`src/include/lite_xbar_macros.svh`:
```
/*
 * Size definitions of the lite crossbar. Included by the package and by every
 * module that sizes ports or arrays over masters and slaves.
 */
`ifndef LITE_XBAR_MACROS_SVH
`define LITE_XBAR_MACROS_SVH

// Bus widths.
`define LITE_ADDR_W 32
`define LITE_DATA_W 32
`define LITE_STRB_W (`LITE_DATA_W / 8)

// Port counts on each side of the crossbar.
`define LITE_NUM_MST 2
`define LITE_NUM_SLV 2

// The region index starts at this address bit.
// Slave i owns the addresses whose top nibble is i.
`define LITE_SLV_SHIFT 28

`endif

```
`src/verilog/lite_xbar_pkg.sv`:
```
/*
 * Types shared by the lite crossbar RTL. Request and response beats are
 * packed structs, so one register slice carries either of them.
 */
`default_nettype none

`include "lite_xbar_macros.svh"

package lite_xbar_pkg;

  // Response code returned with every beat on the response channel.
  typedef enum logic [1:0] {
    RESP_OKAY   = 2'b00,
    RESP_DECERR = 2'b11
  } resp_e;

  // Selects one slave port. Also sized to hold a master index.
  typedef logic [$clog2(`LITE_NUM_SLV)-1:0] slv_idx_t;

  typedef struct packed {
    logic [`LITE_ADDR_W-1:0] addr;
    logic                    write;
    logic [`LITE_DATA_W-1:0] data;
    logic [`LITE_STRB_W-1:0] strb;
  } req_t;

  typedef struct packed {
    logic [`LITE_DATA_W-1:0] data;
    resp_e                   resp;
  } rsp_t;

endpackage

`default_nettype wire
```
`src/verilog/lite_resp_route.sv`:
```
/*
 * Output side of one master port. Passes either the response of the slave
 * this master is waiting on or the local decode error, and returns ready
 * only to the chosen source. Purely combinational.
 */
`timescale 1ns/10ps
`default_nettype none

`include "lite_xbar_macros.svh"

module lite_resp_route (
  input  logic                     sel_err,
  input  lite_xbar_pkg::slv_idx_t  sel_slv,
  input  logic [`LITE_NUM_SLV-1:0] slv_valid,
  output logic [`LITE_NUM_SLV-1:0] slv_ready,
  input  lite_xbar_pkg::rsp_t      slv_rsp [`LITE_NUM_SLV],
  input  logic                     err_valid,
  output logic                     err_ready,
  output logic                     out_valid,
  input  logic                     out_ready,
  output lite_xbar_pkg::rsp_t      out_rsp
);

  always_comb begin
    slv_ready = '0;
    if (sel_err) begin
      out_valid = err_valid;
      out_rsp   = '{data: '0, resp: lite_xbar_pkg::RESP_DECERR};
      err_ready = out_ready;
    end else begin
      // slv_valid is already masked to slaves owned by this master.
      out_valid          = slv_valid[sel_slv];
      out_rsp            = slv_rsp[sel_slv];
      err_ready          = 1'b0;
      slv_ready[sel_slv] = out_ready;
    end
  end

endmodule

`default_nettype wire

```
`config.mk`:
```
export PLATFORM = sky130hd
export DESIGN_NAME = lite_resp_route
export DESIGN_NICKNAME = d
export VERILOG_FILES = /design/src/verilog/lite_xbar_pkg.sv /design/src/verilog/lite_resp_route.sv
export VERILOG_INCLUDE_DIRS = /design/src /design/src/include
export SDC_FILE = /design/constraint.sdc
export NUM_CORES = 1
export LEC_CHECK = 0
export BUFFER_PORTS_ARGS = -buffer_cell sky130_fd_sc_hd__buf_2
export CAP_MARGIN = 5
export CELL_PAD_IN_SITES_DETAIL_PLACEMENT = 1
export CELL_PAD_IN_SITES_GLOBAL_PLACEMENT = 2
export CORE_ASPECT_RATIO = 0.75
export CORE_UTILIZATION = 11
export DETAILED_ROUTE_END_ITERATION = 16
export GPL_ROUTABILITY_DRIVEN = 0
export PLACE_DENSITY = 0.89
export SETUP_SLACK_MARGIN = 0.02
export SLEW_MARGIN = 25
export SYNTH_ARGS = -nofsm -noshare
export SYNTH_HDL_FRONTEND = slang
export SYNTH_SLANG_ARGS = --single-unit
```
`constraint.sdc`:
```
create_clock -name vclk -period 1.74
set_clock_uncertainty 0.1 [all_clocks]
set_input_delay 0.087 -clock vclk [all_inputs]
set_output_delay 0.087 -clock vclk [all_outputs]
set_load 0.02 [all_outputs]
```
==> reports/results.tsv, run 1 <==
stage	metric	value	unit
run_status	status	finished, final reports clean	
sta	minimum clock period	1.17	ns
worst_hold_path	WHS Path Cells	3	
routing	via count	957	
floorplanning	IO Pins	112	
power	Psw	0.000177	W
logic_synthesis	Yosys top cell by area	mux2i_1	
power	worst vdd ir	0.0646	mV
clocking	CTS Hold Bufs	0	
worst_hold_path	hold_sp	slv_rsp[0]	
sta	Slew @ Worst Pin	0.314	ns
power	clock share of power	0	%
global_routing	initial antenna violation count	0	
sta	worst rel slew slack	79.1	%
logic_synthesis	most common cell in the netlist	mux2i_1	
worst_hold_path	Hold WC Path Type	in2out	
floorplanning	Die X-Extent	87.9	µm
routing	Post-DRT Antenna Nets	0	
sta	maximum clock rate	856	MHz
global_routing	largest net degree at the start of global routing	20	
sta	fin crit share	67.2	%
floorplanning	Initial Util	11.4	%
floorplanning	core area	5350	µm²
finish	FFs & Latches	0	
finish	ant diodes	0	
finish	Final nets	266	
job	max-cap viol count	0	
power	Internal Pwr Total	0.000154	W
critical_path	CP arrival	0.98	ns
critical_path	CP endpoint kind	output port	
power	combinational fraction of design power	100.0	%
finish	Sequential Area	0	µm²
floorplanning	# rows	23	
global_routing	remaining global-route overflow	0	
floorplanning	Die Y	66.5	µm
placement	hpwl dp	2370	µm
logic_synthesis	largest cells by area after synthesis	mux2i_1, nor2_1, buf_12	
sta	number of setup violations in the final report	0	
power	Sequential Power Share	0	%
global_routing	global-route wire length before repair	3860	µm
finish	final core utilization	22.5	%
clocking	# Post-CTS Setup Buffers	0	
logic_synthesis	register area share after synthesis	0	%
logic_synthesis	Synthesized Nets	156	
logic_synthesis	Cell Area, Synth	609	µm²
critical_path	Worst Setup Start Kind	input port	
sta	Final Hold Vio Count	0	
worst_hold_path	worst hold endpoint	out_rsp[0]	
floorplanning	Die ar.	5840	µm²
global_routing	vias in the first global route	889	
critical_path	worst endpoint required time	1.55	ns
finish	share of post-route cells with drive strength above 1	62.1	%
routing	via/cell ratio	3.61	
global_routing	GRT Resource Usage Total	7.89	%
finish	Area Growth Syn to Fin	97.5	%
logic_synthesis	Synth Area per Inst	7.43	µm²
critical_path	Setup CP Type	in2out	
logic_synthesis	post-synthesis cell type count	13	
routing	Total Wirelength	2710	µm
finish	clkbuf count	0	
placement	PortBufs	112	
power	switch share	53.5	%
power	PwrDens	275	nW/µm²
logic_synthesis	Yosys warnings	0	
routing	DRC viols	0	
logic_synthesis	Synth top cells by count	mux2i_1, nor2_1, buf_12, clkbuf_1	
clocking	Post-CTS Resized	0	
routing	drt first pass iters	4	
routing	Avg WL per Cell	10.2	µm
critical_path	Crit Path Max Fanout	18	
power	leakage	0.778	nW
sta	fin. max-slew vios	0	
sta	unrepaired setup endpoints after global routing	false	
logic_synthesis	area share of the largest cell type after synthesis	54.2	%
power	Final Total Pwr	0.000331	W
sta	Sum Neg Setup Slack	0	ns
routing	violation count after the first detailed-route iteration	16	
logic_synthesis	Mapped Cells	82	
critical path, cell delays in order:
cell,delay (ns)
buf_2,0.11
buf_4,0.30
mux2i_1,0.24
nor2_1,0.06
buf_2,0.17
kinds of logic (layout without fill, tap and decap cells):
logic type | after synthesis | in the layout | share of synthesized area [%]
simple gates | 38 | 38 | 27.3
buf+inv | 8 | 116 | 14.8
mux | 33 | 33 | 54.2
compound gates | 3 | 3 | 3.70
cell type report:
type	instances	area, µm²
fillers	718	4150
multi-input cells	74	519
well taps	75	93.8
repair buffers	116	591
layout by cell type (no fill, tap or decap), drive strengths merged:
| cell | n |
|---|---|
| a211o | 2 |
| and2 | 1 |
| and2b | 2 |
| and3b | 1 |
| buf | 116 |
| mux2i | 33 |
| nand2 | 1 |
| nor2 | 32 |
| nor3b | 1 |
| o21ai | 1 |
metrics by stage:
stage	area, µm²	instances	hold WS (ns)	setup WS [ns]
4_1_cts	1200	265	0.405	0.549
6_report	1200	265	0.400	0.571
5_1_grt	1200	265	0.416	0.499
2_1_floorplan	609	82	0.255	0.641
3_5_place_dp	1200	265	0.402	0.550
3_3_place_gp	1200	265	0.415	0.589
layer usage:
layer	part of all wire [%]	GRT usage, %	routed length (µm)
met1	38	9.09	1020
met2	54	16.4	1470
met3	7.9	0.743	214
met4	0	0	0
met5	0	0	0
how the worst max path moves through the flow:
stage	from	endpoint	slack, ns	depth (start not counted)
2_1_floorplan	sel_slv	slv_ready[0]	0.64	3
3_3_place_gp	sel_slv	out_rsp[25]	0.59	5
3_5_place_dp	sel_slv	out_rsp[2]	0.55	5
4_1_cts	sel_slv	out_rsp[2]	0.55	5
5_1_grt	sel_slv	out_rsp[4]	0.50	5
6_report	sel_slv	out_rsp[2]	0.57	5
power by group through the flow:
stage,combinational [W],clock (W),sequential [W]
3_3_place_gp,0.000331,0,0
6_report,0.000331,0,0
3_5_place_dp,0.000336,0,0
5_1_grt,0.000361,0,0
2_1_floorplan,0.000200,0,0
4_1_cts,0.000338,0,0
Power figures use the tool's default switching activity.
==> run 2: changes to the inputs <==
--- a/config.mk
+++ b/config.mk
@@ -11,10 +11,10 @@
 export CELL_PAD_IN_SITES_DETAIL_PLACEMENT = 1
 export CELL_PAD_IN_SITES_GLOBAL_PLACEMENT = 2
 export CORE_ASPECT_RATIO = 0.75
-export CORE_UTILIZATION = 11
+export CORE_UTILIZATION = 10
 export DETAILED_ROUTE_END_ITERATION = 16
 export GPL_ROUTABILITY_DRIVEN = 0
-export PLACE_DENSITY = 0.89
+export PLACE_DENSITY = 0.82
 export SETUP_SLACK_MARGIN = 0.02
 export SLEW_MARGIN = 25
 export SYNTH_ARGS = -nofsm -noshare
==> constraint.sdc (replaced) <==
create_clock -name vclk -period 1.2
set_clock_uncertainty 0.1 [all_clocks]
set_input_delay 0.06 -clock vclk [all_inputs]
set_output_delay 0.06 -clock vclk [all_outputs]
set_load 0.02 [all_outputs]
==> run 2 against run 1 <==
Compared with the run above: die area is 9.7% higher; via count grew 0.42%; critical path depth stayed put; first-iteration DRC count rose by 19%; hold slack worse by 0.050 ns; utilization is 1.2 points lower; flip-flop and latch count unchanged; routed wire length is 0.11% lower; final area increased by 3.4%; combinational power grew 50%; total power increased by 50%; critical path type unchanged; critical endpoint is now out_rsp[30].
==> reports/results.tsv, run 2 (synthesis results as in run 1) <==
stage	metric	value	unit
run_status	status	finished, final reports clean	
floorplanning	# rows	24	
global_routing	remaining global-route overflow	0	
placement	Placed Instances	268	
clocking	Post-CTS Resized	0	
floorplanning	IO Pins	112	
routing	Total Wirelength	2710	µm
finish	leading cell type in the layout, fill and taps excluded	buf_2	
floorplanning	Initial Util	10.4	%
clocking	# Post-CTS Setup Buffers	0	
finish	clkbuf count	0	
global_routing	initial antenna violation count	0	
placement	hpwl dp	2290	µm
global_routing	global-route wire length before repair	4370	µm
sta	Sum Neg Setup Slack	0	ns
global_routing	met1 GRT Util	9.58	%
routing	via/cell ratio	3.59	
sta	unrepaired setup endpoints after global routing	false	
sta	maximum clock rate	993	MHz
routing	via count	961	
critical_path	worst endpoint required time	1.04	ns
critical_path	CP arrival	0.85	ns
finish	Area Growth Syn to Fin	104	%
critical_path	Crit Path Max Fanout	18	
global_routing	largest net degree at the start of global routing	19	
finish	FFs & Latches	0	
critical_path	Setup CP Type	in2out	
worst_hold_path	Hold WC Path Type	in2out	
sta	Slew @ Worst Pin	0.186	ns
finish	share of post-route cells with drive strength above 1	62.1	%
floorplanning	Die X-Extent	92.1	µm
routing	Post-DRT Antenna Nets	0	
finish	Sequential Area	0	µm²
job	max-cap viol count	0	
sta	Hold WS	0.350	ns
clocking	CTS Hold Bufs	0	
finish	most frequent cells in the layout	buf_2, mux2i_1, nor2_1	
routing	DRC viols	0	
sta	fin. max-slew vios	0	
sta	minimum clock period	1.01	ns
critical_path	CP endpoint kind	output port	
power	leakage	0.792	nW
floorplanning	Die Y	69.6	µm
critical_path	Worst Setup Start Kind	input port	
global_routing	vias in the first global route	967	
power	worst vdd ir	0.0832	mV
sta	fin crit share	83.9	%
placement	PortBufs	112	
floorplanning	Die ar.	6410	µm²
sta	Final Hold Vio Count	0	
finish	Final nets	266	
power	PwrDens	398	nW/µm²
global_routing	GRT met2 Usage	15.8	%
routing	violation count after the first detailed-route iteration	19	
finish	ant diodes	0	
floorplanning	core area	5860	µm²
global_routing	GRT Resource Usage Total	7.91	%
sta	worst rel slew slack	87.6	%
global_routing	GR Layer Usage met3	0.658	%
routing	drt first pass iters	2	
finish	Post-Layout Cell Count	268	
routing	Avg WL per Cell	10.1	µm
sta	number of setup violations in the final report	0	
global_routing	busiest layer in global routing	met2	
[run 2: cell count changes in the layout (fill, tap and decap cells not counted)]
| cell | change |
|---|---|
| buf_4 | -3 |
| buf_12 | +3 |
[run 2: through the flow]
step	worst slack [ns]	power [W]	instance area [µm²]	utilization (%)
after detailed placement	0.186	0.000503	1240	21.3
after global routing	0.111	0.000543	1240	21.3
after CTS	0.179	0.000505	1240	21.3
final	0.193	0.000496	1240	21.3
after floorplan	0.155	0.000290	609	-
after global placement	0.208	0.000494	1240	21.3
[run 2: worst max-delay path, cell delays in order]
cell     delay (ns)
buf_2          0.16
buf_12         0.20
mux2i_1        0.21
nor2_1         0.05
buf_2          0.15
[run 2: final timing paths]
check | startpoint | to | depth (start not counted)
max | sel_slv | out_rsp[30] | 5
min | slv_rsp[0] | out_rsp[0] | 3
[run 2: area by class of cell]
cell class,count,area [µm²]
Fill cell,758,4610
Timing Repair Buffer,116,628
Tap cell,78,97.6
Multi-Input combinational cell,74,519
[run 2: routing by layer]
metal / up-vias / part of all wire (%) / routed length [µm]
met1: 420 / 42 / 1130
met2: 45 / 52 / 1400
met5: - / 0 / 0
met3: 0 / 6.9 / 186
met4: 0 / 0 / 0
li1: 496 / - / -
[run 2: power breakdown]
part | switching (W) | leakage [nW] | internal [W]
sequential | 0 | 0 | 0
combinational | 0.000260 | 0.792 | 0.000236
clock | 0 | 0 | 0
