`src/include/lite_xbar_macros.svh`:
```
/*
 * Size definitions of the lite crossbar. Included by the package and by every
 * module that sizes ports or arrays over masters and slaves.
 */
`ifndef LITE_XBAR_MACROS_SVH
`define LITE_XBAR_MACROS_SVH

// Bus widths.
`define LITE_ADDR_W 32
`define LITE_DATA_W 32
`define LITE_STRB_W (`LITE_DATA_W / 8)

// Port counts on each side of the crossbar.
`define LITE_NUM_MST 2
`define LITE_NUM_SLV 2

// The region index starts at this address bit.
// Slave i owns the addresses whose top nibble is i.
`define LITE_SLV_SHIFT 28

`endif

```
`src/verilog/lite_xbar_pkg.sv`:
```
/*
 * Types shared by the lite crossbar RTL. Request and response beats are
 * packed structs, so one register slice carries either of them.
 */
`default_nettype none

`include "lite_xbar_macros.svh"

package lite_xbar_pkg;

  // Response code returned with every beat on the response channel.
  typedef enum logic [1:0] {
    RESP_OKAY   = 2'b00,
    RESP_DECERR = 2'b11
  } resp_e;

  // Selects one slave port. Also sized to hold a master index.
  typedef logic [$clog2(`LITE_NUM_SLV)-1:0] slv_idx_t;

  typedef struct packed {
    logic [`LITE_ADDR_W-1:0] addr;
    logic                    write;
    logic [`LITE_DATA_W-1:0] data;
    logic [`LITE_STRB_W-1:0] strb;
  } req_t;

  typedef struct packed {
    logic [`LITE_DATA_W-1:0] data;
    resp_e                   resp;
  } rsp_t;

endpackage

`default_nettype wire
```
`src/verilog/lite_addr_decode.sv`:
```
/*
 * Input side of one master port. Decodes the target slave from the address
 * region and offers mapped requests to that slave's multiplexer. Unmapped
 * requests are answered here with a decode error. Only one request per
 * master is in flight; the busy flag holds off the next one until the
 * response has reached the master.
 */
`timescale 1ns/10ps
`default_nettype none

`include "lite_xbar_macros.svh"

module lite_addr_decode (
  input  logic                    clk,
  input  logic                    arst_n,
  input  logic                    req_valid,
  output logic                    req_ready,
  input  lite_xbar_pkg::req_t     req,
  output logic                    fwd_valid,
  input  logic                    fwd_ready,
  output lite_xbar_pkg::slv_idx_t fwd_idx,
  output logic                    err_valid,
  input  logic                    err_ready,
  input  logic                    rsp_done
);

  localparam int REGION_W = `LITE_ADDR_W - `LITE_SLV_SHIFT;

  logic [REGION_W-1:0]     region;
  logic                    mapped;
  logic                    busy;
  lite_xbar_pkg::slv_idx_t idx_q;

  assign region = req.addr[`LITE_SLV_SHIFT +: REGION_W];
  assign mapped = region < REGION_W'(`LITE_NUM_SLV);

  // While busy the held index keeps the response router on the owned slave.
  assign fwd_idx = busy ? idx_q : lite_xbar_pkg::slv_idx_t'(region);

  assign fwd_valid = req_valid && !busy && mapped;
  // Error response goes out in the accept cycle, straight to the router.
  assign err_valid = req_valid && !busy && !mapped;
  assign req_ready = !busy && (mapped ? fwd_ready : err_ready);

  always_ff @(posedge clk or negedge arst_n) begin
    if (!arst_n) begin
      busy  <= 1'b0;
      idx_q <= '0;
    end else begin
      if (req_valid && req_ready) begin
        busy  <= 1'b1;
        idx_q <= lite_xbar_pkg::slv_idx_t'(region);
      end else if (rsp_done) begin
        busy <= 1'b0;
      end
    end
  end

endmodule

`default_nettype wire

```
`config.mk`:
```
export PLATFORM = sky130hd
export DESIGN_NAME = lite_addr_decode
export DESIGN_NICKNAME = d
export VERILOG_FILES = /design/src/verilog/lite_xbar_pkg.sv /design/src/verilog/lite_addr_decode.sv
export VERILOG_INCLUDE_DIRS = /design/src /design/src/include
export SDC_FILE = /design/constraint.sdc
export NUM_CORES = 1
export LEC_CHECK = 0
export BUFFER_PORTS_ARGS = -buffer_cell sky130_fd_sc_hd__buf_4
export CAP_MARGIN = 40
export CORE_AREA = 2 2 39 41
export CTS_CLUSTER_DIAMETER = 60
export DETAILED_ROUTE_END_ITERATION = 12
export DIE_AREA = 0 0 41 43
export GPL_TIMING_DRIVEN = 0
export PLACE_DENSITY = 0.83
export SLEW_MARGIN = 20
export SYNTH_ARGS = -nofsm -noshare
export SYNTH_HDL_FRONTEND = slang
export SYNTH_SLANG_ARGS = --single-unit
export TNS_END_PERCENT = 100
```
`constraint.sdc`:
```
create_clock -name clk -period 2.7 [get_ports clk]
set_input_delay 0.54 -clock clk [delete_from_list [all_inputs] [get_ports clk]]
set_output_delay 0.54 -clock clk [all_outputs]
set_load 0.03 [all_outputs]
```
==> flow_metrics.py, run 1 <==
metrics = {
    "sta": {
        "rsz0062_at_grt": "false",
        "hold_violations": 0,
        "whs_ps": 95.5,
        "skew_ps": 0.882,
        "setup_viol": 0,
        "fmax_mhz": 450,
        "slew_viol_final": 0,
        "finalSetupTns_ps": 0,
        "setup_ws_ps": 479,
        "min_period_ps": 2220,
        "period_share": 0.823,
        "worstMarginPinSlew_ps": 262,
        "slew_headroom": 0.824,
    },
    "detailed_routing": {
        "drc": 0,
        "drt_iter0_markers": 1,
        "routed_wl_um": 398,
        "drt-wirelength-per-cell_um": 8.47,
        "vias": 174,
        "dr.pass1.iters": 4,
        "ant_nets": 0,
        "avgViaCountPerCell": 3.70,
    },
    "yosys": {
        "yosys.area.top_type_share": 0.364,
        "ys_seq_area_frac": 0.364,
        "synthAdderAreaFrac": 0,
        "synth_seq_cells": 2,
        "synth_top_family_by_area": "simple AND/OR/NAND/NOR gates",
        "synth-simple-area-share": 0.309,
        "yosysTopAreaCell": "dfrtp_1",
        "yosys_warnings": 0,
        "synth-compound-area-share": 0.136,
        "synth_edf_count": 0,
        "muxShareOfSynthArea": 0.164,
        "synth_area_um2": 138,
        "syn_nets": 90,
        "synth_xor_area_frac": 0,
        "synth_cells": 15,
        "synthTopCellsByArea": "dfrtp_1 (36%), mux2_1 (8.2%), mux2_2 (8.2%)",
        "syn_avg_cell_area_um2": 9.18,
        "synth_commonest_cells": "dfrtp_1 (2), nor2_1 (2)",
        "synth.distinct_cells": 13,
        "ys_async_sr_fraction": 1.00,
        "synth-main-ff-cell": "dfrtp_1",
    },
    "grt": {
        "grt_pass1_vias": 188,
        "grt_max_degree": 5,
        "grt_pass1_wl_um": 662,
        "antenna_found_initial": 0,
        "grt-ovfl-total": 0,
        "grt_use_total": 0.0622,
    },
    "placed_design": {
        "io_buffers": 13,
        "dpl-instance-area_um2": 255,
        "hpwl_um": 332,
        "gp_congestion": 0.654,
        "post-place-ws_ps": 509,
    },
    "floorplan": {
        "coreArea_um2": 1380,
        "rows": 14,
        "initial_core_util": 0.0995,
        "die-height_um": 43,
        "io_pins": 79,
        "die_w_um": 41,
        "die_area_um2": 1760,
    },
    "finish": {
        "fill_cells": 156,
        "ff_latch_area_um2": 50.0,
        "fin_util": 0.201,
        "multiInputGateArea_um2": 83.8,
        "diodes": 0,
        "syn_to_final_growth_pct": 102,
        "fin_nets": 108,
        "design_area_um2": 278,
        "drive_above_1_share": 0.581,
    },
    "clock_tree": {
        "h-tree-depth": 1,
        "clock_sinks": 2,
        "clk_pin_slew_worst_paths_ps": 30,
        "cts_resized": 0,
        "cts_tree": "done",
        "cts-buffers-inserted": 3,
        "cts.path.max_buffers": 2,
        "post_cts_buffers": 0,
        "cts-root-buf": "clkbuf_4",
        "clkLatencyLatePin_ps": 220,
        "hold_buffers": 0,
    },
    "critical_path": {
        "start_kind": "primary input",
        "crit_arrival_ps": 1680,
        "critPathTopFamily": "simple AND/OR/NAND/NOR gates",
        "slowest_stage": "or4b_1",
        "end_kind": "output port",
        "cp_max_fo": 3,
        "path_class": "in2out",
        "cp_data_required_time_ps": 2160,
        "crit_buf_inv": 2,
        "path_cells": "buf_4 -> or4b_1 -> and2_2 -> nor2_1 -> buf_4",
        "slowest_delay_ps": 550,
        "crit_top_cell": "buf_4",
    },
    "outcome": {
        "status": "completed",
    },
    "run": {
        "cap_viol_max_count": 0,
    },
    "worst_hold_path": {
        "worstHoldPathType": "in2async",
    },
    "power": {
        "p_per_area_nw_per_um2": 554,
        "leakagePower_nw": 0.137,
        "vdd_drop_max_mv": 0.234,
    },
}
## report_power, final
group	internal [W]	switching (W)	leakage, nW
clock network	0.0000489	0.0000155	0.0138
registers	0.0000359	0.00000335	0.0245
logic	0.0000251	0.0000251	0.0987
## cells by family after synthesis
family / after synthesis
simple gates: 7
compound gates: 3
mux: 2
flops: 2
buf+inv: 1
## worst paths after layout
path	start	to	slack (ps)	cells past startpoint
max	req[67]	req_ready	480	5
max in group asynchronous	arst_n	busy	2520	1
min in group clk	idx_q	idx_q	480	1
max reg2reg	busy	idx_q	1530	3
min	arst_n	idx_q	100	1
min reg2reg	idx_q	idx_q	480	1
## flip-flops by register name, summed over array words and instances, names as in the netlist
name	flops
busy	1
idx_q	1
## metal layers
metal / global-route usage / routed length, µm / vias up
met4: 0.0800 / 0 / 0
met1: 0.0611 / 166 / 71
li1: - / - / 90
met5: 0 / 0 / -
met3: 0.0419 / 82 / 0
met2: 0.0719 / 149 / 13
## layout make-up
cell class,instances,area share
clock buffers,3,0.0811
repair buffers,13,0.351
multi-input cells,12,0.302
inverters,1,0.0135
flip-flops and latches,2,0.180
well taps,16,0.0721
## through the flow
stage                     total power, W  std cells
after CTS                       0.000159         47
after global routing            0.000164         47
after detailed placement       0.0000901         44
after floorplan                0.0000666         15
final                           0.000154         47
after global placement         0.0000892         44
## placed cells by master, fill, tap and decap left out
cell       n
o22ai_1    1
buf_4     13
inv_1      1
nand2b_1   1
or4b_1     1
mux2_2     1
a21oi_1    1
o31ai_1    1
nor2_1     2
dfrtp_1    2
nor3_1     1
and3_1     1
clkbuf_4   3
and2_2     1
mux2_1     1
Note: power is estimated with default switching activity, not from simulation.
==> inputs of run 2 (changes only) <==
--- a/config.mk
+++ b/config.mk
@@ -8,12 +8,11 @@
 export LEC_CHECK = 0
 export BUFFER_PORTS_ARGS = -buffer_cell sky130_fd_sc_hd__buf_4
 export CAP_MARGIN = 40
-export CORE_AREA = 2 2 39 41
+export CORE_UTILIZATION = 10
 export CTS_CLUSTER_DIAMETER = 60
 export DETAILED_ROUTE_END_ITERATION = 12
-export DIE_AREA = 0 0 41 43
 export GPL_TIMING_DRIVEN = 0
-export PLACE_DENSITY = 0.83
+export PLACE_DENSITY = 0.84
 export SLEW_MARGIN = 20
 export SYNTH_ARGS = -nofsm -noshare
 export SYNTH_HDL_FRONTEND = slang
==> constraint.sdc (replaced) <==
create_clock -name clk -period 2 [get_ports clk]
set_input_delay 0.4 -clock clk [delete_from_list [all_inputs] [get_ports clk]]
set_output_delay 0.4 -clock clk [all_outputs]
set_load 0.03 [all_outputs]
==> run 2 against run 1 <==
Register-to-register slack lost 750 ps. Routed wire length grew 8.3%. Clock skew shrank 0.72 ps. Clock power grew 38%. Largest cell class unchanged. Highest routed layer unchanged.
==> flow_metrics.py, run 2 (same netlist as run 1, synthesis figures left out) <==
metrics = {
    "critical_path": {
        "rrSetupSlack_ps": 780,
        "end_kind": "output port",
        "path_cells": "buf_4 -> or4b_1 -> and2_2 -> nor2_1 -> buf_4",
        "cp_data_required_time_ps": 1600,
        "cp.depth": 5,
        "path_class": "in2out",
        "r2r-start": "busy",
        "cp_max_fo": 3,
        "ff2ff_path_depth": 3,
        "crit_top_cell": "buf_4",
        "cp-endpoint": "req_ready",
        "start_kind": "primary input",
        "crit_buf_inv": 2,
        "r2r-end": "idx_q",
        "slowest_delay_ps": 530,
        "slowest_stage": "or4b_1",
        "critPathTopFamily": "simple AND/OR/NAND/NOR gates",
        "startpoint": "req[67]",
        "crit_arrival_ps": 1500,
    },
    "clock_tree": {
        "clkLatencyLatePin_ps": 220,
        "cts.path.max_buffers": 2,
        "clk_pin_slew_worst_paths_ps": 30,
        "cts-root-buf": "clkbuf_4",
        "cts_resized": 0,
        "clock_sinks": 2,
        "cts_tree": "done",
        "cts-buffers-inserted": 3,
        "h-tree-depth": 1,
        "post_cts_buffers": 0,
    },
    "grt": {
        "grt-ovfl-total": 0,
        "grt_use_total": 0.0619,
        "grt_max_degree": 5,
        "grt_pass1_wl_um": 586,
        "antenna_found_initial": 0,
        "grt_pass1_vias": 167,
    },
    "sta": {
        "worstMarginPinSlew_ps": 253,
        "setup_viol": 0,
        "period_share": 0.949,
        "slew_headroom": 0.830,
        "skew_ps": 0.164,
        "fmax_mhz": 527,
        "min_period_ps": 1900,
        "hold_violations": 0,
        "rsz0062_at_grt": "false",
        "setup_ws_ps": 102,
        "finalSetupTns_ps": 0,
        "whs_ps": 381,
        "slew_viol_final": 0,
    },
    "finish": {
        "fin_cells": 47,
        "drive_above_1_share": 0.563,
        "syn_to_final_growth_pct": 108,
        "diodes": 0,
        "layout_commonest_cell": "buf_4",
        "mostFrequentLayoutCells": "buf_4 (13), clkbuf_4 (3), nor2_1 (2), dfrtp_1 (2)",
        "fin_nets": 109,
        "top_regs": "busy (1), idx_q (1)",
    },
    "floorplan": {
        "die_w_um": 39.1,
        "coreArea_um2": 1280,
        "initial_core_util": 0.107,
        "die-height_um": 39.1,
        "io_pins": 79,
        "die_area_um2": 1530,
        "rows": 13,
    },
    "worst_hold_path": {
        "hold_depth": 2,
        "hold_start": "rsp_done",
        "worstHoldPathType": "in2reg",
    },
    "placed_design": {
        "post-place-ws_ps": 109,
        "hpwl_um": 352,
        "io_buffers": 13,
        "dp_cells": 43,
        "gp_congestion": 0.633,
    },
    "power": {
        "power_w": 0.000212,
        "leakagePower_nw": 0.141,
        "vdd_drop_max_mv": 0.325,
        "p_per_area_nw_per_um2": 740,
    },
    "detailed_routing": {
        "dr.pass1.iters": 4,
        "drt_iter0_markers": 4,
        "vias": 180,
        "ant_nets": 0,
        "avgViaCountPerCell": 3.83,
        "routed_wl_um": 431,
        "drt-wirelength-per-cell_um": 9.17,
        "drc": 0,
    },
    "run": {
        "cap_viol_max_count": 0,
    },
    "outcome": {
        "status": "completed",
    },
}
## run 2: changes by cell type in the layout (fill, tap and decap cells not counted), sizes merged
cell and delta:
dlygate4sd3 +1
## run 2: worst min-delay path by stage
stage             to  slack, ps
2_1_floorplan   busy        100
3_3_place_gp    busy        180
3_5_place_dp   idx_q        180
4_1_cts         busy        380
5_1_grt         busy        390
6_report        busy        380
## run 2: report_power, final
group,switching (W),internal (W),total (W)
Sequential,0.00000451,0.0000485,0.0000530
Clock,0.0000227,0.0000662,0.0000889
Combinational,0.0000349,0.0000352,0.0000701
Total,0.0000621,0.000150,0.000212
## run 2: per-stage QoR
stage	utilization	cell area (µm²)
3_3_place_gp	0.198	254
4_1_cts	0.223	287
2_1_floorplan	-	138
5_1_grt	0.223	287
6_report	0.223	287
3_5_place_dp	0.198	254
## run 2: what timing repair did
| action | 4_1_cts | 5_1_grt |
|---|---|---|
| hold endpoints to repair | 2 | 0 |
| hold buffers | 1 | 0 |
| setup endpoints to repair | 0 | 0 |
## run 2: worst reg2reg max path, cell delays in order, from the launching register on
cell,delay (ps)
dfrtp_1,400
nand2b_1,190
a21oi_1,170
mux2_1,340
## run 2: cell type report
| class | instances | area, µm² |
|---|---|---|
| clock buffers | 3 | 22.5 |
| fillers | 145 | 998 |
| inverters | 1 | 3.75 |
| multi-input cells | 12 | 83.8 |
| flip-flops and latches | 2 | 50.0 |
| well taps | 15 | 18.8 |
| repair buffers | 14 | 108 |
## run 2: per-layer routing
layer  part of all wire  vias up  wire length (µm)  global-route usage
li1                   -       90                 -                   -
met1               0.49       75               211              0.0825
met2               0.37       15               159              0.0750
met3               0.14        0                60             0.00578
met4                  0        0                 0              0.0776
met5                  0        -                 0                   0
==> inputs of run 3 (changes only) <==
--- a/config.mk
+++ b/config.mk
@@ -12,7 +12,7 @@
 export CTS_CLUSTER_DIAMETER = 60
 export DETAILED_ROUTE_END_ITERATION = 12
 export GPL_TIMING_DRIVEN = 0
-export PLACE_DENSITY = 0.84
+export PLACE_DENSITY_LB_ADDON = 0.2
 export SLEW_MARGIN = 20
 export SYNTH_ARGS = -nofsm -noshare
 export SYNTH_HDL_FRONTEND = slang
==> run 3 against run 2 <==
Clock-buffer cell count unchanged. Total power down 0.69%. Register-to-register slack better by 40 ps. Clock power about the same. Worst setup slack better by 3.5 ps. Critical endpoint unchanged. Combinational power down 2%. Largest power group unchanged. First-iteration DRC count down 75%. Cell count unchanged. Utilization unchanged. Sequential power about the same. Routed wire length down 8.4%.
==> flow_metrics.py, run 3 (same netlist as run 1, synthesis figures left out) <==
metrics = {
    "critical_path": {
        "slowest_delay_ps": 530,
        "cp.depth": 5,
        "path_class": "in2out",
        "r2r-end": "idx_q",
        "crit_arrival_ps": 1490,
        "crit_buf_inv": 2,
        "cp_data_required_time_ps": 1600,
        "end_kind": "output port",
        "r2r-start": "busy",
        "critPathTopFamily": "simple AND/OR/NAND/NOR gates",
        "cp-endpoint": "req_ready",
        "rrSetupSlack_ps": 820,
        "slowest_stage": "or4b_1",
        "cp_max_fo": 3,
        "start_kind": "primary input",
        "path_cells": "buf_4 -> or4b_1 -> and2_2 -> nor2_1 -> buf_4",
        "ff2ff_path_depth": 3,
        "startpoint": "req[67]",
        "crit_top_cell": "buf_4",
    },
    "detailed_routing": {
        "drt_iter0_markers": 1,
        "drt-wirelength-per-cell_um": 8.40,
        "dr.pass1.iters": 3,
        "ant_nets": 0,
        "drc": 0,
        "vias": 171,
        "avgViaCountPerCell": 3.64,
        "routed_wl_um": 395,
    },
    "grt": {
        "grt_pass1_wl_um": 690,
        "grt-ovfl-total": 0,
        "busiest_layer": "met2",
        "antenna_found_initial": 0,
        "grtUsageMet1": 0.0790,
        "grt_use_total": 0.0762,
        "grtUsageMet2": 0.0958,
        "grtUsageMet3": 0.0520,
        "grt_pass1_vias": 189,
        "grt_max_degree": 5,
    },
    "power": {
        "leakagePower_nw": 0.141,
        "power.share.clock": 0.421,
        "p_per_area_nw_per_um2": 735,
        "seqPwrFrac": 0.251,
        "switching_share": 0.288,
        "intPower_w": 0.000150,
        "vdd_drop_max_mv": 0.219,
        "switchingPower_w": 0.0000607,
        "p_comb_frac": 0.328,
    },
    "sta": {
        "fmax_mhz": 528,
        "slew_viol_final": 0,
        "min_period_ps": 1890,
        "setup_ws_ps": 106,
        "skew_ps": 0.890,
        "worstMarginPinSlew_ps": 247,
        "period_share": 0.947,
        "rsz0062_at_grt": "false",
        "setup_viol": 0,
        "finalSetupTns_ps": 0,
        "hold_violations": 0,
        "slew_headroom": 0.834,
    },
    "placed_design": {
        "post-place-ws_ps": 107,
        "gp_congestion": 0.575,
        "dpl-instance-area_um2": 254,
        "dp_cells": 43,
        "io_buffers": 13,
    },
    "floorplan": {
        "die_area_um2": 1530,
        "io_pins": 79,
        "initial_core_util": 0.107,
        "coreArea_um2": 1280,
        "rows": 13,
        "die-height_um": 39.1,
        "die_w_um": 39.1,
    },
    "finish": {
        "layout_commonest_cell": "buf_4",
        "mostFrequentLayoutCells": "buf_4 (13), clkbuf_4 (3), nor2_1 (2), dfrtp_1 (2)",
        "fin_nets": 109,
        "design_area_um2": 287,
        "syn_to_final_growth_pct": 108,
        "top_regs": "busy (1), idx_q (1)",
        "fin_cells": 47,
        "drive_above_1_share": 0.563,
        "diodes": 0,
    },
    "clock_tree": {
        "clkLatencyLatePin_ps": 220,
        "cts-root-buf": "clkbuf_4",
        "cts_tree": "done",
        "h-tree-depth": 1,
        "clk_pin_slew_worst_paths_ps": 30,
        "cts.path.max_buffers": 2,
        "clock_sinks": 2,
        "cts-buffers-inserted": 3,
    },
    "run": {
        "cap_viol_max_count": 0,
    },
    "outcome": {
        "status": "completed",
    },
    "worst_hold_path": {
        "hold_depth": 2,
        "worstHoldPathType": "in2reg",
    },
}
## run 3: cell counts in the layout (fill, tap and decap cells not counted)
Identical to the previous run, type by type.
## run 3: area by class of cell
cell class | instances | area (µm²)
tap | 15 | 18.8
sequential | 2 | 50.0
multi-input combinational | 12 | 83.8
timing repair buffer | 14 | 108
inverter | 1 | 3.75
fill | 142 | 998
clock buffer | 3 | 22.5
## run 3: through the flow
| stage | hold slack, ps | power [W] | utilization |
|---|---|---|---|
| after detailed placement | 184 | 0.000122 | 0.198 |
| after floorplan | 104 | 0.0000899 | - |
| final | 371 | 0.000211 | 0.223 |
| after global placement | 184 | 0.000121 | 0.198 |
| after CTS | 367 | 0.000217 | 0.223 |
| after global routing | 390 | 0.000227 | 0.223 |
## run 3: worst min path at each step
stage	startpoint	end	slack [ps]
after floorplan	arst_n	busy	100
after global placement	arst_n	idx_q	180
after detailed placement	arst_n	idx_q	180
after CTS	rsp_done	busy	370
after global routing	rsp_done	busy	390
final	rsp_done	busy	370
## run 3: power by group through the flow
stage	Combinational, W	Clock [W]	Sequential [W]
finish	0.0000690	0.0000887	0.0000528
global route	0.0000763	0.0000963	0.0000544
CTS	0.0000698	0.0000946	0.0000531
detailed placement	0.0000680	0	0.0000535
global placement	0.0000676	0	0.0000530
floorplan	0.0000377	0	0.0000522
## run 3: timing repair
action / CTS / global route
buffers inserted: 0 / 0
gates resized for setup: 0 / 0
hold buffers: 1 / 0
endpoints found under the hold margin: 2 / 0
## run 3: layer usage
layer,share of wire,vias up,wire length [µm]
li1,-,91,-
met1,0.43,71,170
met2,0.47,9,187
met3,0.094,0,37
met4,0,0,0
met5,0,-,0
